==> src/include/segment_font.svh <==
// Hex digit segment font

// segment order is a b c d e f g h, msb first
//
//      a
//    f   b
//      g
//    e   c
//      d   h
//
// h is the decimal point and is never lit by the font itself

function automatic logic [7:0] dig_to_seg(input logic [3:0] dig);
    logic [7:0] seg;
    case (dig)
        4'h0: seg = 8'b1111_1100;
        4'h1: seg = 8'b0110_0000;
        4'h2: seg = 8'b1101_1010;
        4'h3: seg = 8'b1111_0010;
        4'h4: seg = 8'b0110_0110;
        4'h5: seg = 8'b1011_0110;
        4'h6: seg = 8'b1011_1110;
        4'h7: seg = 8'b1110_0000;
        4'h8: seg = 8'b1111_1110;
        4'h9: seg = 8'b1110_0110;
        4'ha: seg = 8'b1110_1110;
        4'hb: seg = 8'b0011_1110;               // lower case b
        4'hc: seg = 8'b1001_1100;
        4'hd: seg = 8'b0111_1010;               // lower case d
        4'he: seg = 8'b1001_1110;
        default: seg = 8'b1000_1110;            // 4'hf
    endcase
    return seg;
endfunction

==> src/display_pkg.sv <==
// Hex display shared definitions

package display_pkg;

    localparam int w_digit = 4;                    // digits on the board
    localparam int w_value = w_digit * 4;          // one nibble per digit
    localparam int w_index = $clog2(w_digit);      // digit position select
    localparam int n_keys  = 5;                    // command push buttons

    // 50 MHz clock, 4 digits, 16 Hz full refresh
    localparam int clk_hz              = 50_000_000;
    localparam int refresh_hz          = 16;
    localparam int default_scan_cycles = clk_hz / w_digit / refresh_hz;

    // key index order, key 0 is op_inc
    typedef enum logic [2:0] {
        op_inc   = 3'd0,
        op_dec   = 3'd1,
        op_load  = 3'd2,
        op_clear = 3'd3,
        op_dot   = 3'd4
    } op_t;

    typedef struct packed {
        logic                 valid;                // one cycle per press
        op_t                  op;
        logic [w_value - 1:0] operand;              // switches at press time
    } cmd_t;

endpackage

==> src/hex_display_top.sv <==
// Hex entry and display top

`timescale 1ns/100ps

module hex_display_top #(
    parameter int scan_cycles = display_pkg::default_scan_cycles
) (
    input  logic                               clk,
    input  logic                               rst,
    input  logic [display_pkg::n_keys  - 1:0]  key,
    input  logic [display_pkg::w_value - 1:0]  sw,
    output logic [7:0]                         abcdefgh,
    output logic [display_pkg::w_digit - 1:0]  digit
);

    display_pkg::cmd_t                 cmd;
    logic [display_pkg::w_value - 1:0] value;
    logic [display_pkg::w_digit - 1:0] dots;

    key_decoder u_decoder (
        .clk  (clk),
        .rst  (rst),
        .key  (key),
        .sw   (sw),
        .cmd  (cmd)
    );

    value_unit u_value (
        .clk   (clk),
        .rst   (rst),
        .cmd   (cmd),
        .value (value),
        .dots  (dots)
    );

    seven_segment_display #(
        .scan_cycles (scan_cycles)
    ) u_display (
        .clk      (clk),
        .rst      (rst),
        .number   (value),
        .dots     (dots),
        .abcdefgh (abcdefgh),
        .digit    (digit)
    );

endmodule

==> src/key_decoder.sv <==
// Key press decoder

`timescale 1ns/100ps

module key_decoder (
    input  logic                               clk,
    input  logic                               rst,
    input  logic [display_pkg::n_keys  - 1:0]  key,
    input  logic [display_pkg::w_value - 1:0]  sw,
    output display_pkg::cmd_t                  cmd
);

    logic [display_pkg::n_keys  - 1:0] key_meta;   // first sync stage
    logic [display_pkg::n_keys  - 1:0] key_sync;   // second sync stage
    logic [display_pkg::n_keys  - 1:0] key_prev;   // level one cycle back
    logic [display_pkg::n_keys  - 1:0] key_rise;
    logic [display_pkg::w_value - 1:0] sw_meta;
    logic [display_pkg::w_value - 1:0] sw_sync;
    logic                              pressed;
    display_pkg::op_t                  sel_op;

    always_ff @(posedge clk or posedge rst) begin
        if (rst) begin
            key_meta <= '0;
            key_sync <= '0;
            key_prev <= '0;
        end else begin
            key_meta <= key;
            key_sync <= key_meta;
            key_prev <= key_sync;
        end
    end

    // switches ride the same two stages so the operand lines up with the key
    always_ff @(posedge clk) begin
        sw_meta <= sw;
        sw_sync <= sw_meta;
    end

    assign key_rise = key_sync & ~key_prev;
    assign pressed  = |key_rise;

    // scan from the top down so the lowest risen key is left in sel_op
    always_comb begin
        sel_op = display_pkg::op_inc;
        for (int i = display_pkg::n_keys - 1; i >= 0; i--) begin
            if (key_rise[i]) begin
                sel_op = display_pkg::op_t'(3'(i));
            end
        end
    end

    always_ff @(posedge clk or posedge rst) begin
        if (rst) begin
            cmd <= '0;
        end else begin
            cmd.valid   <= pressed;                 // high for the edge cycle only
            cmd.op      <= sel_op;
            cmd.operand <= sw_sync;
        end
    end

endmodule

==> src/seven_segment_display.sv <==
// Multiplexed seven segment driver

`timescale 1ns/100ps

module seven_segment_display #(
    parameter int scan_cycles = display_pkg::default_scan_cycles
) (
    input  logic                               clk,
    input  logic                               rst,
    input  logic [display_pkg::w_value - 1:0]  number,
    input  logic [display_pkg::w_digit - 1:0]  dots,
    output logic [7:0]                         abcdefgh,
    output logic [display_pkg::w_digit - 1:0]  digit
);

    `include "segment_font.svh"

    localparam int w_cnt = (scan_cycles > 1) ? $clog2(scan_cycles) : 1;

    logic [w_cnt - 1:0]                cnt;     // cycles spent on this digit
    logic [display_pkg::w_index - 1:0] index;   // next position to light
    logic                              step;
    logic [3:0]                        nibble;
    logic                              last_index;

    assign step       = (cnt == w_cnt'(scan_cycles - 1));
    assign nibble     = number[index * 4 +: 4];
    assign last_index = (index == display_pkg::w_index'(display_pkg::w_digit - 1));

    // segments and strobe change together so no ghosting between digits
    always_ff @(posedge clk or posedge rst) begin
        if (rst) begin
            cnt      <= '0;
            index    <= '0;
            abcdefgh <= '0;
            digit    <= '0;
        end else if (step) begin
            cnt      <= '0;
            index    <= last_index ? '0 : index + display_pkg::w_index'(1);
            abcdefgh <= dig_to_seg(nibble) ^ {7'b0, dots[index]};   // dot on bit 0
            digit    <= display_pkg::w_digit'(1) << index;
        end else begin
            cnt <= cnt + w_cnt'(1);
        end
    end

endmodule

==> src/value_unit.sv <==
// Displayed value and dot register

`timescale 1ns/100ps

module value_unit (
    input  logic                               clk,
    input  logic                               rst,
    input  display_pkg::cmd_t                  cmd,
    output logic [display_pkg::w_value - 1:0]  value,
    output logic [display_pkg::w_digit - 1:0]  dots
);

    logic [display_pkg::w_value - 1:0] value_next;
    logic [display_pkg::w_digit - 1:0] dots_next;
    logic [display_pkg::w_index - 1:0] dot_sel;

    assign dot_sel = cmd.operand[display_pkg::w_index - 1:0];   // position modulo 4

    always_comb begin
        value_next = value;
        dots_next  = dots;
        if (cmd.valid) begin
            case (cmd.op)
                display_pkg::op_inc: begin
                    value_next = value + display_pkg::w_value'(1);  // wraps at ffff
                end
                display_pkg::op_dec: begin
                    value_next = value - display_pkg::w_value'(1);  // wraps at 0
                end
                display_pkg::op_load: begin
                    value_next = cmd.operand;
                end
                display_pkg::op_clear: begin
                    value_next = '0;
                    dots_next  = '0;
                end
                display_pkg::op_dot: begin
                    dots_next[dot_sel] = ~dots[dot_sel];
                end
                default: begin
                    value_next = value;                 // unused codes hold
                end
            endcase
        end
    end

    always_ff @(posedge clk or posedge rst) begin
        if (rst) begin
            value <= '0;
            dots  <= '0;
        end else begin
            value <= value_next;
            dots  <= dots_next;
        end
    end

endmodule

==> config.mk <==
export PLATFORM = sky130hd
export DESIGN_NAME = hex_display_top
export DESIGN_NICKNAME = d
export VERILOG_FILES = /design/src/display_pkg.sv /design/src/hex_display_top.sv /design/src/key_decoder.sv /design/src/seven_segment_display.sv /design/src/value_unit.sv
export VERILOG_INCLUDE_DIRS = /design/src /design/src/include
export SDC_FILE = /design/constraint.sdc
export NUM_CORES = 1
export LEC_CHECK = 0
export BUFFER_PORTS_ARGS = -buffer_cell sky130_fd_sc_hd__buf_2
export CORE_ASPECT_RATIO = 1.2
export CORE_MARGIN = 10
export CORE_UTILIZATION = 57
export CTS_CLUSTER_SIZE = 14
export DETAILED_ROUTE_END_ITERATION = 16
export PLACE_DENSITY = 0.76
export RECOVER_POWER = 100
export SLEW_MARGIN = 15
export SYNTH_ARGS = -nofsm -noshare
export SYNTH_HDL_FRONTEND = slang
export SYNTH_SLANG_ARGS = --single-unit
==> constraint.sdc <==
create_clock -name clk -period 4.1 [get_ports clk]
set_clock_uncertainty 0.05 [all_clocks]
set_input_delay 0.41 -clock clk [delete_from_list [all_inputs] [get_ports clk]]
set_output_delay 0.41 -clock clk [all_outputs]
set_load 0.03 [all_outputs]
Word-level counts from Yosys, hierarchy flattened. Memory sizes are Yosys's and may differ from the RTL's. Cells that the tools add are included.

Memory bits (read-only): 112. Register bits after elaboration: 121. Logic and storage cells: 58. Memories kept: 1.

Memories: (name not given) (depth 16, width 7, rd ports 1, clocked after Yosys merged registers in 0, write ports 0, RTL line segment_font.svh:15) `case (dig)`.

Reduce and logical (&&, ||, !) cells: 7. Order comparisons: 3. Equal/unequal tests: 6. Add/sub/neg operators: 4. Shifts and indexed selects: 2. Bitwise gates (word level): 4. Muxes and demuxes: 17.

Operators by type and width (count): 16-bit one-hot mux with 4 select lines (1); 20-bit by 1-bit adder with 20-bit output (second input constant) (1); 20-bit equality test (second input constant) (1); 20-bit 2-to-1 mux (1); 16-bit by 1-bit adder with 16-bit output (second input constant) (1); 16-bit by 5-bit indexed part select with 4-bit output (1); 16-bit by 1-bit subtractor with 16-bit output (second input constant) (1); 3-bit 2-to-1 mux (5); 8-bit 2-to-1 mux (1); 4-bit one-hot mux with 2 select lines (1); 8-bit by 1-bit bitwise XOR with 8-bit output (1); 3-bit by 2-bit equality test with 1-bit output (second input constant) (2); 2-bit by 3-bit less-than comparator with 1-bit output (second input constant) (2); 5-bit AND (1); 5-bit NOT (1); 5-bit OR reduction (1); 1-bit binary-select mux with 2-bit select (2); 4-bit bitwise mux (1); 2-bit AND reduction (2); 4-bit nonzero test (1); 1-bit by 2-bit left shift with 4-bit output (first input constant) (1); 3-bit by 1-bit equality test with 1-bit output (second input constant) (1); 3-bit equality test (second input constant) (1); 3-bit logical NOT (1); 9 further kinds (11).

Depth between registers and ports, before layout. Gate-level depths: netlist of the first run.

Word-level depth: 7. Gate-level depth with buffers: 11. Mapped depth without buffers: 10.

Cells and area by module. From an unflattened synthesis of the first run, not the netlist that was laid out.

Cell total of the unflattened synthesis: 472. Area total of the unflattened synthesis: 5348.9 sq um.

Modules (own cells, without submodules): seven_segment_display (area each 2038.2 sq um, cells an instance 191, seq. area each 850.8 sq um, instances 1); value_unit (area each 1695.4 sq um, cells an instance 200, seq. area each 500.5 sq um, instances 1); key_decoder (area each 1615.3 sq um, cells an instance 81, seq. area each 1516.5 sq um, instances 1).

Worst setup path after synthesis of the first run. Ideal clock, no wire load.

Path type: register -> register. From: register, netlist name u_decoder.cmd[16]. To: register u_value.value[14] (netlist bit). Arrival: 2.349 ns. Library setup time: 0.128 ns. Buffers on the path: 2. Stages on the path, launching flop included: 12. Path slack: 1.573 ns. Required time: 3.922 ns. Path through: dfrtp_1 clkbuf_1 nand2_1 inv_1 ha_1 clkbuf_1 a21oi_1 o21a_1 o22ai_1 a211oi_1 xor2_1 o21ai_0.

Word-level cells in the longest chain between the ends: 3. Elaborated cells between the ends (all ways): 7.

Ends and longest elaborated chain: 3-bit by 1-bit equality test with 1-bit output, or another cell as far along (RTL line value_unit.sv:23) `case (cmd.op)`; 4-bit nonzero test (no source line); 2-bit AND reduction (no source line); end signal, assigned (RTL line value_unit.sv:52) `value <= value_next;`; end, declared (RTL line value_unit.sv:9) `output logic [display_pkg::w_value - 1:0] value,`.

Parallel ways exist; a longest one is shown, timed or not. A chain may end at the register's enable or synchronous reset.

Worst setup path in the final report of the first run.
From: register, netlist name u_decoder.cmd[17]. To: register u_value.value[15] (netlist bit).

Word-level cells in the longest chain between the ends: 3. Elaborated cells between the ends (all ways): 7.

Ends and longest elaborated chain (RTL line): 3-bit by 1-bit equality test with 1-bit output, or another cell as far along (value_unit.sv:23); 4-bit nonzero test (no source line); 2-bit AND reduction (no source line).

Parallel ways exist; a longest one is shown, timed or not.

==> impl_metrics.json, run 1 <==
{
  "outcome": "finished, violations left",
  "violations": "capacitance limit, slew limit",
  "start_util_pct": 57.75,
  "synth_area_leaders": "dfrtp_1, dfxtp_1, ha_1",
  "slew_headroom_pct": -78.19,
  "wire_per_inst_um": 15.84,
  "ir_drop_uv": 647.5,
  "totalWireLength_um": 10560,
  "rsz0062_at_grt": "false",
  "pre_cts_ws_ps": 1265,
  "fin_crit_ps": 3112,
  "cts_root_buf": "clkbuf_8",
  "hold_start": "u_decoder.sw_meta[2]",
  "cap_viol_max_count": 2,
  "core_area_sq_um": 8939,
  "hold_depth": 0,
  "end_kind": "flop",
  "crit_required_ps": 4430,
  "place_inst": 614,
  "ios": 35,
  "crit_fanout": 14,
  "antenna_found_initial": 0,
  "crit_top_cell": "o21ai_0",
  "antenna_left": 0,
  "syn_inst": 474,
  "dr.pass1.iters": 4,
  "dieArea_sq_um": 13280,
  "fmax_mhz": 321.3,
  "p_per_area_nw_per_um2": 621.8,
  "crit_path_start_kind": "flop",
  "yosys_warnings": 0,
  "worstMarginPinSlew_ps": 2658,
  "cts_made_buffers": 17,
  "grt_use_total_pct": 17.09,
  "ys.flop_type": "dfrtp_1",
  "post_cts_buffers": 0,
  "cts_max_level": 4,
  "fin_crit_sh_pct": 75.90,
  "setup_ws_ps": 988.1,
  "num_vias": 3650,
  "synth.largest_area_cell": "dfrtp_1",
  "drc": 0,
  "nFillCells": 663,
  "cpPeakStageDelay_ps": 480,
  "crit_chain": "nor2_1, nand2_1, inv_1, ha_1, a21oi_1, o21ai_0, a21boi_0, o21ai_0, xnor2_1, o22ai_1",
  "grt_max_degree": 65,
  "hold_path_class": "flop to flop",
  "clockBufferDepth": 2,
  "cts_tree": "done",
  "reg2regPathDepth": 10,
  "diodes": 0,
  "vias_per_cell": 5.472,
  "finalSetupTns_ps": 0,
  "grt_pass1_vias": 3832,
  "synth_fp_nets": 525,
  "synth.distinct_cells": 52,
  "hold_end": "u_decoder.sw_sync[2]",
  "clk_pin_slew_ps": 60,
  "hpwl_um": 6769,
  "grt_pass1_wl_um": 18570,
  "slowest_stage": "a21boi_0",
  "synthesis.area_sq_um": 5162,
  "timing.rr.end": "u_value.value[15]",
  "portBuffers": 34,
  "crit_type": "flop to flop",
  "crit_arrival_ps": 3440,
  "fp.dieW_um": 106.9,
  "fp.dieH_um": 124.3,
  "final_cells": 667,
  "hold_viol": 0,
  "r2r_start": "u_decoder.cmd[17]",
  "synth_edf_count": 0,
  "synth-seq-cells": 121,
  "overflow": 0,
  "synth_top_area_share_pct": 43.14,
  "rows": 38,
  "leakagePower_uw": 0.002810,
  "ys_seq_area_share_pct": 55.55,
  "rrSetupSlack_ps": 990,
  "routabilityCongestion": 0.8884,
  "clk_latency_ps": 500,
  "drv_slew": 81,
  "nNetsFinal": 585,
  "clock-sinks": 121,
  "setup_viol": 0,
  "drive_gt1_share_pct": 11.33,
  "synthArstFlopShare_pct": 73.55,
  "dr.first_iter.drc_count": 157,
  "synth.avg_cell_area_sq_um": 10.89,
  "areaGrowthSynthToFinish_pct": 19.90
}
==> cells in the final DEF, fill, tap and decap left out, types with 2 or more instances in the layout <==
master | netlist | final
inv_4 | 0 | 2
a21o_1 | 4 | 4
bufinv_16 | 0 | 2
dfrtp_1 | 89 | 89
nand2b_1 | 5 | 5
nand4_1 | 8 | 8
clkbuf_16 | 0 | 17
nand2_1 | 48 | 48
nor3b_1 | 7 | 7
clkbuf_8 | 0 | 2
o22ai_1 | 5 | 5
xor2_1 | 14 | 14
inv_1 | 18 | 17
nand3_1 | 10 | 10
and3_1 | 5 | 5
mux4_2 | 3 | 3
inv_6 | 0 | 4
o21ai_0 | 14 | 18
a21oi_1 | 35 | 35
clkbuf_1 | 13 | 16
dfxtp_1 | 32 | 32
clkinv_4 | 0 | 2
mux2_2 | 4 | 3
nor3_1 | 7 | 8
or3_1 | 3 | 3
o21bai_1 | 2 | 2
nor2b_1 | 9 | 9
mux4_1 | 2 | 2
a21boi_0 | 1 | 2
nor4_1 | 3 | 3
ha_1 | 27 | 27
a221oi_1 | 5 | 5
dlygate4sd3_1 | 0 | 21
a211oi_1 | 6 | 6
buf_2 | 0 | 21
o21ai_1 | 6 | 2
nor2_1 | 42 | 42
clkinv_2 | 0 | 2
xnor2_1 | 21 | 21
or2_0 | 2 | 2
==> cell type report <==
type	instances	area, sq um	area share [%]
Timing Repair Buffer	57	371.6	6.004
Clock buffer	20	456.7	7.378
Tap cell	120	150.1	2.426
Sequential cell	121	2868	46.33
Clock inverter	12	135.1	2.183
Multi-Input combinational cell	319	2140	34.57
Inverter	18	68.82	1.112
==> synth_stat cells (4+ instances only) <==
| library cell | instances |
|---|---|
| nor2_1 | 42 |
| clkbuf_1 | 13 |
| nand2b_1 | 5 |
| xor2_1 | 14 |
| nor3_1 | 7 |
| o21ai_0 | 14 |
| inv_1 | 18 |
| dfrtp_1 | 89 |
| a221oi_1 | 5 |
| nand3_1 | 10 |
| and3_1 | 5 |
| nand2_1 | 48 |
| ha_1 | 27 |
| dfxtp_1 | 32 |
| o22ai_1 | 5 |
| nor3b_1 | 7 |
| a21o_1 | 4 |
| xnor2_1 | 21 |
| nor2b_1 | 9 |
| a211oi_1 | 6 |
| o21ai_1 | 6 |
| nand4_1 | 8 |
| a21oi_1 | 35 |
| mux2_2 | 4 |
==> flip-flops by register name, summed over array words and instances (netlist names) <==
register,flops
u_decoder.cmd,20
u_decoder.key_meta,5
u_decoder.key_prev,5
u_decoder.key_sync,5
u_decoder.sw_meta,16
u_decoder.sw_sync,16
u_display.abcdefgh,8
u_display.cnt,20
u_display.digit,4
u_display.index,2
u_value.dots,4
u_value.value,16
==> routing by layer <==
layer / global-route usage [%] / part of all wire (%) / up-vias / wire, um
li1: - / - / 1770 / -
met1: 20.59 / 43 / 1783 / 4509
met2: 28.61 / 52 / 82 / 5493
met3: 4.969 / 4.0 / 15 / 418
met4: 5.267 / 1.3 / 0 / 142
met5: 0 / 0 / - / 0
==> where the power goes <==
| group | switching, uW | total, uW | internal, uW |
|---|---|---|---|
| clock | 543 | 1470 | 925 |
| combinational | 530 | 949 | 418 |
| sequential | 111 | 1430 | 1320 |
==> worst max path at each step <==
stage	startpoint	end	slack [ps]	cells after the start
after floorplan	rst	u_decoder.cmd[0]	1330	1
after global placement	u_decoder.cmd[17]	u_value.value[7]	1340	10
after detailed placement	u_decoder.cmd[17]	u_value.value[7]	1260	10
after CTS	u_decoder.cmd[17]	u_value.value[7]	1200	10
after global routing	u_decoder.cmd[17]	u_value.value[15]	660	10
final	u_decoder.cmd[17]	u_value.value[15]	990	10
==> kinds of logic after synthesis <==
family	synth area share, %
simple gates	14.81
buf+inv	2.908
flops	55.55
mux	3.393
compound gates	10.47
xor+xnor	5.938
fa+ha+maj	6.932
==> per-stage QoR <==
step	hold WS (ps)	power (uW)	cell area, sq um	util, %
after floorplan	259.6	2166	5162	-
after global placement	260.0	2355	5416	60.60
after detailed placement	262.1	2370	5416	60.60
after CTS	98.38	3880	6218	69.57
after global routing	269.1	4071	6190	69.25
final	269.5	3849	6190	69.25
==> worst max-delay path: cells and delay by family (launching register included) <==
kind                       cells  cell delay [ps]
adders and majority gates      1              370
and+or+nand+nor                2              250
AOI/OAI and AO/OA              5             1250
buffers and inverters          1              410
xor gates and xnor gates       1              210
DFF                            1              450
==> repair_timing <==
item,4_1_cts,5_1_grt
endpoints found under the hold margin,21,0
hold buffers,21,0
resized for setup,0,0
No activity file was read; power rests on OpenSTA's default activity.
==> run 2, diff against run 1 <==
--- a/config.mk
+++ b/config.mk
@@ -6,10 +6,11 @@
 export SDC_FILE = /design/constraint.sdc
 export NUM_CORES = 1
 export LEC_CHECK = 0
+export ABC_AREA = 1
 export BUFFER_PORTS_ARGS = -buffer_cell sky130_fd_sc_hd__buf_2
 export CORE_ASPECT_RATIO = 1.2
 export CORE_MARGIN = 10
-export CORE_UTILIZATION = 57
+export CORE_UTILIZATION = 55
 export CTS_CLUSTER_SIZE = 14
 export DETAILED_ROUTE_END_ITERATION = 16
 export PLACE_DENSITY = 0.76
==> constraint.sdc (replaced) <==
create_clock -name clk -period 2.7 [get_ports clk]
set_clock_uncertainty 0.05 [all_clocks]
set_input_delay 0.27 -clock clk [delete_from_list [all_inputs] [get_ports clk]]
set_output_delay 0.27 -clock clk [all_outputs]
set_load 0.03 [all_outputs]
==> run 2 against run 1 <==
Compared with the run above: the flow still finishes with violations (capacitance limit, slew limit); synthesized cell count increased by 37%; die area increased by 11%; sequential share of layout area decreased by 3.2 points; non-clock buffer count increased by 2.
==> impl_metrics.json, run 2 <==
{
  "pre_cts_ws_ps": 366.7,
  "dr.first_iter.drc_count": 227,
  "nNetsFinal": 768,
  "crit_required_ps": 2980,
  "hold_viol": 0,
  "dieArea_sq_um": 14750,
  "portBuffers": 34,
  "antenna_found_initial": 0,
  "antenna_left": 0,
  "finalSetupTns_ps": 0,
  "drive_gt1_share_pct": 11.23,
  "grt_pass1_vias": 4613,
  "nFillCells": 811,
  "fin_crit_sh_pct": 87.60,
  "outcome": "finished, violations left",
  "hold_end": "u_decoder.sw_sync[3]",
  "fin_crit_ps": 2365,
  "rsz0062_at_grt": "false",
  "largestRegisters": "u_decoder.cmd (20), u_display.cnt (20)",
  "drv_slew": 37,
  "r2r_start": "u_decoder.cmd[17]",
  "cts_max_level": 4,
  "ys.flop_type": "dfrtp_1",
  "hpwl_um": 8220,
  "violations": "capacitance limit, slew limit",
  "reg2regPathDepth": 6,
  "num_vias": 4456,
  "crit_path_start_kind": "flop",
  "vias_per_cell": 5.206,
  "synth_edf_count": 0,
  "crit_fanout": 16,
  "routabilityCongestion": 0.9452,
  "synth_fp_nets": 701,
  "setup_viol": 0,
  "synth.distinct_cells": 45,
  "wire_per_inst_um": 14.13,
  "synth.avg_cell_area_sq_um": 8.697,
  "ios": 35,
  "synthesis.area_sq_um": 5653,
  "final_common_cell": "nand2_1",
  "clockBufferDepth": 2,
  "cap_viol_max_count": 1,
  "fmax_mhz": 422.8,
  "cts_made_buffers": 17,
  "synth-seq-cells": 121,
  "timing.rr.end": "u_value.value[14]",
  "syn_inst": 650,
  "hold_path_class": "flop to flop",
  "overflow": 0,
  "slew_headroom_pct": -16.05,
  "post_cts_buffers": 0,
  "cpPeakStageDelay_ps": 900,
  "clk_pin_slew_ps": 60,
  "synth.largest_area_cell": "dfrtp_1",
  "rows": 40,
  "regArea_sq_um": 2868,
  "yosys_warnings": 0,
  "crit_chain": "inv_1, nor2_1, inv_1, nor2_1, a21oi_1, a21oi_1",
  "start_util_pct": 56.48,
  "multi_input_area_sq_um": 2296,
  "synth_top_area_share_pct": 39.40,
  "grt_use_total_pct": 17.17,
  "drc": 0,
  "synthArstFlopShare_pct": 73.55,
  "ir_drop_uv": 580.9,
  "synth_area_leaders": "dfrtp_1, dfxtp_1, nand2_1",
  "crit_type": "flop to flop",
  "areaGrowthSynthToFinish_pct": 17.53,
  "fp.dieW_um": 112.5,
  "clk_latency_ps": 410,
  "dr.pass1.iters": 5,
  "slowest_stage": "nor2_1",
  "end_kind": "flop",
  "grt_pass1_wl_um": 20700,
  "fp.dieH_um": 131.1,
  "clock-sinks": 121,
  "rrSetupSlack_ps": 330,
  "cts_tree": "done",
  "synth.most_common_cell": "nand2_1",
  "p_per_area_nw_per_um2": 876.4,
  "setup_ws_ps": 334.7,
  "cts_root_buf": "clkbuf_16",
  "hold_start": "u_decoder.sw_meta[3]",
  "leakagePower_uw": 0.003304,
  "yosys-top-cells-count": "nand2_1, inv_1, dfrtp_1",
  "totalWireLength_um": 12090,
  "final_cell_mix": "nand2_1, dfrtp_1, inv_1",
  "diodes": 0,
  "grt_max_degree": 54,
  "ys_seq_area_share_pct": 50.73,
  "core_area_sq_um": 10010,
  "hold_depth": 0,
  "worstMarginPinSlew_ps": 1731,
  "crit_arrival_ps": 2640
}
run 2: repair_timing:
item                                    in CTS  in global routing
resized for setup                            0                  1
endpoints found under the hold margin       57                  0
endpoints found under the setup margin       0                  1
hold buffers                                22                  0
run 2: layer usage:
layer / GRT usage [%] / wire, um / part of all wire [%] / vias up
met4: 10.46 / 414 / 3.4 / 0
met3: 4.053 / 530 / 4.4 / 33
met1: 17.78 / 4723 / 39 / 2074
met2: 30.94 / 6423 / 53 / 120
li1: - / - / - / 2229
met5: 0 / 0 / 0 / -
run 2: kinds of logic (layout without fill, tap and decap cells):
| logic type | Yosys count | after routing | share of synthesized area [%] |
|---|---|---|---|
| simple gates | 291 | 291 | 23.35 |
| fa+ha+maj | 28 | 28 | 6.330 |
| buf+inv | 107 | 187 | 7.990 |
| xor+xnor | 15 | 15 | 2.324 |
| flops | 121 | 121 | 50.73 |
| compound gates | 88 | 88 | 9.274 |
run 2: power by group:
| group | internal (uW) | switching [uW] | total (uW) | leakage (uW) |
|---|---|---|---|---|
| registers | 2000 | 169 | 2170 | 0.00138 |
| logic | 577 | 996 | 1570 | 0.00167 |
| clock network | 1190 | 888 | 2080 | 0.000256 |
run 2: final cells by class:
cell class                      instances  share of cell area, %
Clock inverter                         14                  1.751
Sequential cell                       121                  43.16
Tap cell                              126                  2.373
Clock buffer                           18                  6.460
Inverter                               96                  5.556
Timing Repair Buffer                   59                  6.139
Multi-Input combinational cell        422                  34.56
run 2: how the worst max path moves through the flow:
stage / from / to / slack (ps) / cells after the start
final: u_decoder.cmd[17] / u_value.value[14] / 330 / 6
after global routing: u_decoder.cmd[17] / u_value.value[15] / 80 / 14
after CTS: u_decoder.cmd[17] / u_value.value[14] / 330 / 14
after detailed placement: u_decoder.cmd[17] / u_value.value[13] / 370 / 14
after global placement: u_display.index[0] / u_display.abcdefgh[7] / 460 / 10
after floorplan: rst / u_decoder.cmd[0] / 70 / 1
run 2: per-stage QoR:
stage               utilization, %  cells  hold slack [ps]  total power [uW]  area, sq um
global route                 66.38    856            277.7              6177         6644
detailed placement           59.28    802            262.8              3696         5933
floorplan                        -    650            247.7              3341         5653
CTS                          66.93    856            274.3              5840         6699
global placement             59.28    802            260.1              3665         5933
finish                       66.38    856            270.7              5823         6644
run 2: critical path: cells and delay by family, from the launching register on:
family	cells	cell delay [ps]
and+or+nand+nor	2	1030
DFF	1	370
AOI/OAI and AO/OA	2	470
buffers and inverters	2	350
